--- config.mk ---
export PLATFORM = sky130hd
export DESIGN_NAME = mips16_core
export DESIGN_NICKNAME = d
export VERILOG_FILES = /design/src/common/mips16_pkg.sv /design/src/decode/instr_decoder.sv /design/src/decode/reg_file.sv /design/src/verilog/operand_stage.sv /design/src/verilog/alu_stage.sv /design/src/verilog/mips16_core.sv
export SDC_FILE = /design/constraint.sdc
export NUM_CORES = 1
export LEC_CHECK = 0
export ABC_AREA = 1
export BUFFER_PORTS_ARGS = -buffer_cell sky130_fd_sc_hd__buf_2
export CORE_MARGIN = 2
export CORE_UTILIZATION = 35
export CTS_BUF_LIST = sky130_fd_sc_hd__clkbuf_8
export DETAILED_ROUTE_END_ITERATION = 12
export GPL_TIMING_DRIVEN = 0
export SYNTH_ARGS = -nofsm -noshare
export SYNTH_HDL_FRONTEND = slang
export SYNTH_SLANG_ARGS = --single-unit
export TNS_END_PERCENT = 10
--- constraint.sdc ---
create_clock -name clk -period 5.65 [get_ports clk]
set_input_delay 0.8475 -clock clk [delete_from_list [all_inputs] [get_ports clk]]
set_output_delay 0.8475 -clock clk [all_outputs]
set_load 0.05 [all_outputs]
--- src/common/mips16_pkg.sv ---
package mips16_pkg;

	////////////////////////////////////////////////////////////
	// Widths
	////////////////////////////////////////////////////////////

	localparam int WORD_W     = 16;
	localparam int REG_ADDR_W = 3;
	localparam int NUM_REGS   = 8;                // r0 to r7
	localparam int OPC_W      = 5;                // Major opcode in bits 15 to 11
	localparam int IMM_W      = 8;

	typedef logic [WORD_W-1:0]     word_t;
	typedef logic [REG_ADDR_W-1:0] reg_addr_t;
	typedef logic [OPC_W-1:0]      opcode_t;
	typedef logic [IMM_W-1:0]      imm_t;
	typedef logic [2:0]            alu_op_t;
	typedef logic [2:0]            opnd_mode_t;

	////////////////////////////////////////////////////////////
	// Encodings
	////////////////////////////////////////////////////////////

	localparam opcode_t OPC_ADDIU = 5'b01001;
	localparam opcode_t OPC_LI    = 5'b01101;
	localparam opcode_t OPC_RRR   = 5'b11100;  // ADDU, SUBU
	localparam opcode_t OPC_RR    = 5'b11101;  // AND, OR
	localparam opcode_t OPC_MOVE  = 5'b01111;
	localparam opcode_t OPC_SHIFT = 5'b00110;  // SLL, SRL, SRA
	localparam opcode_t OPC_NOP   = 5'b00001;

	// Sub-function fields
	localparam logic [1:0] FN_ADDU = 2'b01;    // Bits 1..0
	localparam logic [1:0] FN_SUBU = 2'b11;
	localparam logic [4:0] FN_AND  = 5'b01100; // Bits 4..0
	localparam logic [4:0] FN_OR   = 5'b01101;
	localparam logic [4:0] FN_MOVE = 5'b00000;
	localparam logic [1:0] FN_SLL  = 2'b00;    // Bits 1..0
	localparam logic [1:0] FN_SRL  = 2'b10;
	localparam logic [1:0] FN_SRA  = 2'b11;

	localparam alu_op_t ALU_ADD  = 3'd0;
	localparam alu_op_t ALU_SUB  = 3'd1;
	localparam alu_op_t ALU_AND  = 3'd2;
	localparam alu_op_t ALU_OR   = 3'd3;
	localparam alu_op_t ALU_SLL  = 3'd4;
	localparam alu_op_t ALU_SRL  = 3'd5;
	localparam alu_op_t ALU_SRA  = 3'd6;
	localparam alu_op_t ALU_PASS = 3'd7;       // Result is op1

	localparam opnd_mode_t MODE_REG_REG  = 3'd0;
	localparam opnd_mode_t MODE_REG_SIMM = 3'd1;
	localparam opnd_mode_t MODE_ZIMM     = 3'd2;
	localparam opnd_mode_t MODE_MOVE     = 3'd3;
	localparam opnd_mode_t MODE_SHIFT    = 3'd4;

	////////////////////////////////////////////////////////////
	// Pipeline packets
	////////////////////////////////////////////////////////////

	typedef struct packed {
		logic       valid;
		alu_op_t    alu_op;
		opnd_mode_t mode;
		reg_addr_t  rd;
		reg_addr_t  rs1;       // rx field
		reg_addr_t  rs2;       // ry field
		imm_t       low_byte;  // Immediate and shift amount source
	} dec_pkt_t;

	typedef struct packed {
		logic      valid;
		alu_op_t   alu_op;
		reg_addr_t rd;
		word_t     op1;
		word_t     op2;
	} ex_pkt_t;

	typedef struct packed {
		logic      valid;
		reg_addr_t addr;
		word_t     data;
	} wb_pkt_t;

endpackage

--- src/decode/instr_decoder.sv ---
`timescale 1ns/1ps

module instr_decoder (
	input  logic                 clk,
	input  logic                 reset,
	input  mips16_pkg::word_t    instr,
	input  logic                 instr_valid,
	output mips16_pkg::dec_pkt_t dec
);
	import mips16_pkg::*;

	dec_pkt_t dec_next;
	logic     supported;  // Opcode is one the datapath executes

	////////////////////////////////////////////////////////////
	// Classification
	////////////////////////////////////////////////////////////

	always_comb begin
		supported         = 1'b0;
		dec_next.alu_op   = ALU_PASS;
		dec_next.mode     = MODE_ZIMM;
		dec_next.rd       = instr[10:8];  // rx by default
		dec_next.rs1      = instr[10:8];
		dec_next.rs2      = instr[7:5];
		dec_next.low_byte = instr[7:0];

		case (opcode_t'(instr[15:11]))
			OPC_ADDIU: begin
				supported       = 1'b1;
				dec_next.alu_op = ALU_ADD;
				dec_next.mode   = MODE_REG_SIMM;
			end
			OPC_LI: begin
				supported       = 1'b1;
				dec_next.alu_op = ALU_PASS;
				dec_next.mode   = MODE_ZIMM;
			end
			OPC_RRR: begin
				dec_next.mode = MODE_REG_REG;
				dec_next.rd   = instr[4:2];  // Three-register forms write rz
				if (instr[1:0] == FN_ADDU) begin
					supported       = 1'b1;
					dec_next.alu_op = ALU_ADD;
				end else if (instr[1:0] == FN_SUBU) begin
					supported       = 1'b1;
					dec_next.alu_op = ALU_SUB;
				end
			end
			OPC_RR: begin
				dec_next.mode = MODE_REG_REG;
				if (instr[4:0] == FN_AND) begin
					supported       = 1'b1;
					dec_next.alu_op = ALU_AND;
				end else if (instr[4:0] == FN_OR) begin
					supported       = 1'b1;
					dec_next.alu_op = ALU_OR;
				end
			end
			OPC_MOVE: begin
				dec_next.mode = MODE_MOVE;
				if (instr[4:0] == FN_MOVE) begin
					supported       = 1'b1;
					dec_next.alu_op = ALU_PASS;
				end
			end
			OPC_SHIFT: begin
				supported     = 1'b1;
				dec_next.mode = MODE_SHIFT;
				case (instr[1:0])
					FN_SLL:  dec_next.alu_op = ALU_SLL;
					FN_SRL:  dec_next.alu_op = ALU_SRL;
					FN_SRA:  dec_next.alu_op = ALU_SRA;
					default: supported = 1'b0;  // 01 is not a shift
				endcase
			end
			OPC_NOP: begin
				supported = 1'b0;  // Nothing to write back
			end
			default: begin
				supported = 1'b0;
			end
		endcase

		dec_next.valid = instr_valid && supported;
	end

	////////////////////////////////////////////////////////////
	// Decode register
	////////////////////////////////////////////////////////////

	always_ff @(posedge clk) begin
		dec <= dec_next;
		if (reset) begin
			dec.valid <= 1'b0;
		end
	end

endmodule

--- src/decode/reg_file.sv ---
`timescale 1ns/1ps

module reg_file (
	input  logic                  clk,
	input  logic                  reset,
	input  mips16_pkg::reg_addr_t rs1,
	input  mips16_pkg::reg_addr_t rs2,
	output mips16_pkg::word_t     rdata1,
	output mips16_pkg::word_t     rdata2,
	input  mips16_pkg::wb_pkt_t   wb
);
	import mips16_pkg::*;

	word_t regs [NUM_REGS];

	// Asynchronous read with bypass of the write in flight
	function automatic word_t read_port(input reg_addr_t addr);
		word_t value;
		value = regs[addr];
		if (wb.valid && (wb.addr == addr)) begin
			value = wb.data;  // Write-through
		end
		return value;
	endfunction

	always_ff @(posedge clk) begin
		if (reset) begin
			for (int i = 0; i < NUM_REGS; i++) begin
				regs[i] <= '0;
			end
		end else if (wb.valid) begin
			regs[wb.addr] <= wb.data;
		end
	end

	always_comb begin
		rdata1 = read_port(rs1);
	end

	always_comb begin
		rdata2 = read_port(rs2);
	end

endmodule

--- src/verilog/operand_stage.sv ---
`timescale 1ns/1ps

module operand_stage (
	input  logic                 clk,
	input  logic                 reset,
	input  logic                 hold,
	input  mips16_pkg::dec_pkt_t dec,
	input  mips16_pkg::word_t    rdata1,
	input  mips16_pkg::word_t    rdata2,
	input  mips16_pkg::wb_pkt_t  fwd,
	output mips16_pkg::ex_pkt_t  ex
);
	import mips16_pkg::*;

	word_t   val1;     // Read value 1 after forwarding
	word_t   val2;     // Read value 2 after forwarding
	word_t   simm;
	word_t   zimm;
	word_t   shamt;
	logic    issue;    // Instruction goes on to the ALU
	ex_pkt_t ex_next;

	////////////////////////////////////////////////////////////
	// Forwarding from the ALU result
	////////////////////////////////////////////////////////////

	// The instruction one ahead has not reached the register file yet
	function automatic word_t bypass(input reg_addr_t src, input word_t rdata);
		word_t value;
		value = rdata;
		if (fwd.valid && (fwd.addr == src)) begin
			value = fwd.data;
		end
		return value;
	endfunction

	always_comb begin
		val1 = bypass(dec.rs1, rdata1);
		val2 = bypass(dec.rs2, rdata2);
	end

	////////////////////////////////////////////////////////////
	// Immediates
	////////////////////////////////////////////////////////////

	assign simm = {{(WORD_W-IMM_W){dec.low_byte[IMM_W-1]}}, dec.low_byte};
	assign zimm = {{(WORD_W-IMM_W){1'b0}}, dec.low_byte};

	// Shift field of zero encodes a shift by 8
	always_comb begin
		if (dec.low_byte[4:2] == 3'b000) begin
			shamt = word_t'(8);
		end else begin
			shamt = word_t'(dec.low_byte[4:2]);
		end
	end

	////////////////////////////////////////////////////////////
	// Operand selection
	////////////////////////////////////////////////////////////

	assign issue = dec.valid && !hold;  // Hold flushes the decode register

	always_comb begin
		ex_next.valid  = issue;
		ex_next.alu_op = dec.alu_op;
		ex_next.rd     = dec.rd;
		ex_next.op1    = '0;  // Bubble operands
		ex_next.op2    = '0;
		if (issue) begin
			case (dec.mode)
				MODE_REG_REG: begin
					ex_next.op1 = val1;
					ex_next.op2 = val2;
				end
				MODE_REG_SIMM: begin
					ex_next.op1 = val1;
					ex_next.op2 = simm;
				end
				MODE_ZIMM:  ex_next.op1 = zimm;
				MODE_MOVE:  ex_next.op1 = val2;
				MODE_SHIFT: begin
					ex_next.op1 = val2;  // Shifts read ry
					ex_next.op2 = shamt;
				end
				default: ex_next.valid = 1'b0;
			endcase
		end
	end

	always_ff @(posedge clk) begin
		ex <= ex_next;
		if (reset) begin
			ex.valid <= 1'b0;
		end
	end

	// A held cycle must leave a bubble behind it
	a_hold_bubble: assert property (@(posedge clk) disable iff (reset) hold |=> !ex.valid)
		else $error("operand_stage issued an instruction under hold");

endmodule

--- src/verilog/alu_stage.sv ---
`timescale 1ns/1ps

module alu_stage (
	input  logic                clk,
	input  logic                reset,
	input  mips16_pkg::ex_pkt_t ex,
	output mips16_pkg::wb_pkt_t fwd,
	output mips16_pkg::wb_pkt_t wb
);
	import mips16_pkg::*;

	word_t      result;
	logic [3:0] shift_by;  // Up to 8 from the operand stage

	assign shift_by = ex.op2[3:0];

	////////////////////////////////////////////////////////////
	// ALU
	////////////////////////////////////////////////////////////

	always_comb begin
		case (ex.alu_op)
			ALU_ADD:  result = ex.op1 + ex.op2;  // Wraps at 16 bits
			ALU_SUB:  result = ex.op1 - ex.op2;
			ALU_AND:  result = ex.op1 & ex.op2;
			ALU_OR:   result = ex.op1 | ex.op2;
			ALU_SLL:  result = ex.op1 << shift_by;
			ALU_SRL:  result = ex.op1 >> shift_by;
			ALU_SRA:  result = word_t'($signed(ex.op1) >>> shift_by);  // Sign fill
			ALU_PASS: result = ex.op1;
			default:  result = ex.op1;
		endcase
	end

	// Unregistered result for the operand stage bypass
	assign fwd = '{valid: ex.valid, addr: ex.rd, data: result};

	////////////////////////////////////////////////////////////
	// Write-back register
	////////////////////////////////////////////////////////////

	always_ff @(posedge clk) begin
		wb <= fwd;
		if (reset) begin
			wb.valid <= 1'b0;
		end
	end

	// Destination comes from the decoder two stages back
	a_wb_addr_known: assert property (
		@(posedge clk) disable iff (reset) wb.valid |-> !$isunknown(wb.addr)
	) else $error("write-back with unknown register address");

endmodule

--- src/verilog/mips16_core.sv ---
`timescale 1ns/1ps

module mips16_core (
	input  logic                  clk,
	input  logic                  reset,
	input  mips16_pkg::word_t     instr,
	input  logic                  instr_valid,
	input  logic                  hold,
	output logic                  wb_valid,
	output mips16_pkg::reg_addr_t wb_addr,
	output mips16_pkg::word_t     wb_data
);
	import mips16_pkg::*;

	dec_pkt_t dec;     // Decode register
	ex_pkt_t  ex;      // Operand register
	wb_pkt_t  fwd;     // ALU result before the write-back register
	wb_pkt_t  wb;      // Write-back register
	word_t    rdata1;
	word_t    rdata2;

	////////////////////////////////////////////////////////////
	// Pipeline
	////////////////////////////////////////////////////////////

	instr_decoder u_decoder (
		.clk         (clk),
		.reset       (reset),
		.instr       (instr),
		.instr_valid (instr_valid),
		.dec         (dec)
	);

	reg_file u_reg_file (
		.clk    (clk),
		.reset  (reset),
		.rs1    (dec.rs1),
		.rs2    (dec.rs2),
		.rdata1 (rdata1),
		.rdata2 (rdata2),
		.wb     (wb)
	);

	operand_stage u_operand (
		.clk    (clk),
		.reset  (reset),
		.hold   (hold),
		.dec    (dec),
		.rdata1 (rdata1),
		.rdata2 (rdata2),
		.fwd    (fwd),
		.ex     (ex)
	);

	alu_stage u_alu (
		.clk   (clk),
		.reset (reset),
		.ex    (ex),
		.fwd   (fwd),
		.wb    (wb)
	);

	assign wb_valid = wb.valid;
	assign wb_addr  = wb.addr;
	assign wb_data  = wb.data;

endmodule

Word level (Yosys, flattened, before mapping)
Memory sizes are Yosys's and may differ from the RTL's. A register that Yosys moved wholly into a read port is not among the register bits.
Cells that the tools add are included.
Cells by class
  reductions and logical operators: 19
  add/sub/neg operators: 2
  muxes and demuxes: 31
  shifts and indexed selects: 3
  equal/unequal tests: 26
  bitwise operators: 3
Operators by type and width (count)
  16-bit case mux with 8 select lines: 1
  16-bit case mux with 3 select lines: 2
  16-bit two-way mux: 5
  6-bit case mux with 5 select lines: 1
  5-bit by 4-bit == test with 1-bit output, second input constant: 5
  3-bit two-way mux: 6
  16-bit adder: 1
  16-bit AND: 1
  16-bit bitwise OR: 1
  16-bit OR reduction: 1
  16-bit by 4-bit left shift with 16-bit output: 1
  16-bit by 4-bit right shift with 16-bit output: 1
  16-bit by 4-bit >>> shifter with 16-bit output: 1
  16-bit subtractor: 1
  3-bit == test, second input constant: 5
  1-bit two-way mux: 13
  3-bit by 2-bit == test with 1-bit output, second input constant: 4
  3-bit == test: 4
  5-bit == test, second input constant: 2
  3-bit logical NOT: 3
  2-bit OR reduction: 4
  3-bit by 1-bit == test with 1-bit output, second input constant: 2
  1-bit logical AND: 6
  2-bit case mux with 3 select lines: 1
  other kinds (11): 12
Storage, ports and cells
  bits of input ports: 20
  output and inout bits: 20
  word-level logic and storage cells: 100
  bits in registers: 83
  RAM bits: 128
  memories: 1
Memory list
  u_reg_file.regs: words 8, bits a word 16, rd ports 2, clocked after Yosys merged registers in 2, wr ports 8, RTL line reg_file.sv:14  | word_t regs [NUM_REGS];

Logic depth before layout (Yosys ltp)
  depth in word-level cells: 5
  mapped depth: 25
  gate-level depth less buffers: 22

Modules after synthesis
A second synthesis with hierarchy kept.
Unflattened totals
  cell total of the unflattened synthesis: 2165
  area, all modules: 14277.4 µm²
By module, submodules not included
  reg_file: area each 7762.4 µm², instances 1, seq. area each 3843.7 µm², cells an instance 1057
  alu_stage: area each 3584.7 µm², instances 1, seq. area each 400.4 µm², cells an instance 682
  operand_stage: area each 2119.5 µm², instances 1, seq. area each 780.7 µm², cells an instance 331
  instr_decoder: area each 810.8 µm², instances 1, seq. area each 420.4 µm², cells an instance 95

Worst setup path after synthesis
No wires, ideal clock.
  path kind: register to register
  start: reg, netlist name u_operand.ex[1]
  end: reg, netlist name u_operand.ex[23]
  data required time: 5.514 ns
  setup slack: 2.724 ns
  cell stages (with the launch flop): 23
  buffers on the path: 3
  library setup time: 0.136 ns
  period minus slack after synthesis: 2.926 ns
  arrival time: 2.790 ns
  cells stage by stage: dfxtp_1 > buf_4 > inv_2 > buf_6 > buf_4 > ha_1 > inv_1 > nor2_1 > inv_1 > o31ai_1 > xor2_1 > inv_1 > ha_1 > nand2_1 > inv_1 > a21oi_1 > nand2_1 > a21oi_1 > o21ai_0 > nand2_1 > nand2_1 > a21boi_1 > a21oi_1
Between the ends
  longest elaborated chain between the ends: 4
  elaborated cells between the ends (all ways): 9
  those cells by class: 2 x add/sub; 3 x shift; 4 x mux
Ends and longest elaborated chain
  16-bit subtractor (tied with other cells): RTL line alu_stage.sv:24  | ALU_SUB: result = ex.op1 - ex.op2;
  16-bit case mux with 8 select lines *: RTL line alu_stage.sv:22  | case (ex.alu_op)
  16-bit two-way mux: RTL line operand_stage.sv:31  | if (fwd.valid && (fwd.addr == src)) begin
  16-bit case mux with 3 select lines *: RTL line operand_stage.sv:71  | case (dec.mode)
Every way passes the cells marked *; elsewhere a longest branch is shown, timed or not.
A chain may end at the register's enable or synchronous reset.

Worst setup path after layout
  start: reg, netlist name u_operand.ex[1]
  end: reg, netlist name u_operand.ex[11]
Between the ends
  longest elaborated chain between the ends: 4
  elaborated cells between the ends (all ways): 8
  those cells by class: 2 x add/sub; 3 x shift; 3 x mux
Ends and longest elaborated chain (RTL line)
  16-bit subtractor (tied with other cells): alu_stage.sv:24
  16-bit case mux with 8 select lines *: alu_stage.sv:22
  16-bit two-way mux *: operand_stage.sv:31
  16-bit case mux with 3 select lines *: operand_stage.sv:71
Marks and branches as above.

==> reports/results.txt <==
synth cell count leaders = nand2_1, nor2_1, nand3_1
Hold WC Path Type = flop to flop
Routed Wire Length = 56900 um
die footprint = 39900 sq um
area delta synth->final = 11.9%
Starting Density = 35.6%
clock latency on the worst-skew pair = 0.54 ns
crit path launch = u_operand.ex[1]$_SDFF_PN0_
Final Cycle Share = 67.3%
Die X = 200 um
largest net degree at the start of global routing = 17
grt ovf = 0
Final Max Tran Viols = 0
initial antenna violation count = 1
global-route wire length before repair = 83800 um
sequential area share after synthesis = 40.6%
CTS sink cnt = 208
reg2reg start = u_operand.ex[1]$_SDFF_PN0_
Yosys reg bits = 208
CTS tree = built
Worst Setup Start Kind = flop
most frequent cell after synthesis = nand2_1
Slew headroom = 29.6%
clk root buf = clkbuf_8
Final setup viols = 0
Final Instance Area = 15000 sq um
DRT antenna net count = 0
DR iter-0 viols = 1569
CP Capture Type = flop
site row count = 71
power density over cell area = 241 nW/um^2
warnings from Yosys = 0
Post-CTS Setup Repair Bufs = 0
RSZ-0062 raised after global routing = no
CTS-repair resized insts = 0
Req. time, crit path = 6.05 ns
nets@finish = 2020
Fillers = 4056
Placer Congestion = 0.978
HPWL after DPL = 42900 um
Yosys top cell by area = edfxtp_1
Clock transition at path regs = 0.06 ns
placed inst area = 14200 sq um
WP data arrival = 4.20 ns
status = complete, no violations
vias post-DR = 14100
vias in the first global route = 13200
static leakage = 6.20 nW
Post-synth EDFFs = 128
Net Count, Synth = 1943
IO Count = 40
Mapped Area = 13400 sq um
clk_skew = 0.0151 ns
setup TNS = 0 ns
maximum vdd drop = 192 uV
Via density = 5.60
Main synth FF type = edfxtp_1
Clock H-tree levels = 2
Die Span Y = 200 um
Hold Slack = 0.327 ns
post-DR wirelength/cell = 22.6 um
cts hold-fix bufs = 0
placeable core area = 37700 sq um
Synth cell types = 53
Synth Instances = 1899
CP max FO = 10
syn_area_per_cell = 7.06 sq um
total CTS buffers = 36
post-synth top area share = 28.7%
share of layout cells above drive strength 1 = 10.3%
Tightest Pin Transition = 1.05 ns
Port-buffer cells = 39
GRT Overall Usage = 28.4%
maxcap violations = 0
min cycle time layout = 3.80 ns
drt pass-1 iters = 6
largest cells by area after synthesis = edfxtp_1, nand2_1, dfxtp_1
hold path start = u_decoder.dec[22]$_DFF_P_
Clock Tree Buf Depth = 3
Post-route DRC = 0
Final Hold Vio Count = 0
Fmax = 0.263 GHz
Post-synth ARST share = 0%
CP Class = flop to flop
[report_power, final]
group / switching [mW] / total [mW] / internal (mW)
combinational: 0.313 / 0.432 / 0.119
clock: 0.659 / 1.49 / 0.828
sequential: 0.0393 / 1.69 / 1.65
total: 1.01 / 3.61 / 2.60
[critical path: stages, from the launching register on]
cell and delay [ns]:
dfxtp_1 0.29, buf_4 0.16, inv_2 0.07, buf_6 0.14, buf_4 0.21, ha_1 0.17
inv_1 0.05, nor2_1 0.20, inv_1 0.08, o31ai_1 0.25, xor2_1 0.17, inv_1 0.08
ha_1 0.35, nand2_1 0.17, inv_1 0.06, a21oi_1 0.13, nand2_1 0.15, nand2_1 0.13
nand3_1 0.08, nand2_1 0.08, nand3_1 0.16, nand2_1 0.21, nand2_1 0.09, nand3_1 0.10
a21oi_1 0.08
[flip-flops by register name, summed over array words and instances (netlist names)]
name / count
u_decoder.dec: 15
u_operand.ex: 39
u_reg_file.rs2: 3
u_reg_file.regs: 128
u_alu.wb: 20
u_reg_file.rs1: 3
[cells by family (layout without fill, tap and decap cells)]
kind of cell / count (synthesis) / count (layout) / share of synthesized area [%]
xor gates and xnor gates: 16 / 16 / 1.05
DFF: 208 / 208 / 40.6
other: 0 / 1 / 0
AOI/OAI and AO/OA: 334 / 334 / 14.3
adders and majority gates: 24 / 24 / 2.30
and+or+nand+nor: 1071 / 1071 / 33.5
buffers and inverters: 246 / 349 / 8.28
[metrics by stage]
step	total power [mW]	std cells	utilization, %	setup slack (ns)
global placement	2.14	2449	37.8	1.69
floorplan	1.98	1899	-	2.72
CTS	3.61	2513	39.8	1.88
detailed placement	2.14	2449	37.8	1.77
finish	3.61	2514	39.8	1.85
global route	3.72	2513	39.8	1.47
[routing by layer]
| metal | routed length (um) | share of wire, % | vias up | track usage, % |
|---|---|---|---|---|
| met5 | 0 | 0 | - | 0 |
| met4 | 2530 | 4.4 | 0 | 12.6 |
| met3 | 5320 | 9.4 | 171 | 4.42 |
| met2 | 26000 | 46 | 857 | 46.6 |
| met1 | 23100 | 41 | 6538 | 37.0 |
| li1 | - | - | 6520 | - |
[worst paths after layout]
kind                                       to  slack [ns]  cells after the start
hold / removal       u_operand.ex[37]$_DFF_P_        0.33                      0
setup reg to reg  u_operand.ex[11]$_SDFF_PN0_        1.85                     24
setup / recovery  u_operand.ex[11]$_SDFF_PN0_        1.85                     24
hold reg to reg      u_operand.ex[37]$_DFF_P_        0.33                      0
[final cells by class]
class / instances / area [sq um] / share of cell area (%)
multi-input cells: 1445 / 6850 / 45.7
flip-flops and latches: 208 / 5450 / 36.3
well taps: 511 / 639 / 4.26
clock buffers: 43 / 592 / 3.95
inverters: 147 / 556 / 3.70
plain buffers: 99 / 554 / 3.70
repair buffers: 39 / 195 / 1.30
clock inverters: 21 / 165 / 1.10
diodes: 1 / 2.50 / 0.0167
[placed cells by master, fill, tap and decap left out, drive strengths merged, types with 6 or more instances in the layout]
cell      n
nor3     13
clkbuf   69
o22ai     6
nand4    13
inv     139
o221ai   10
buf     112
a31oi     8
edfxtp  128
nand3   227
a21oi   124
nor2    300
o211ai   28
a22oi     8
dfxtp    80
o21ai   126
xor2     15
nand2   510
clkinv   25
ha       23
No activity file was read; power rests on OpenSTA's default activity.
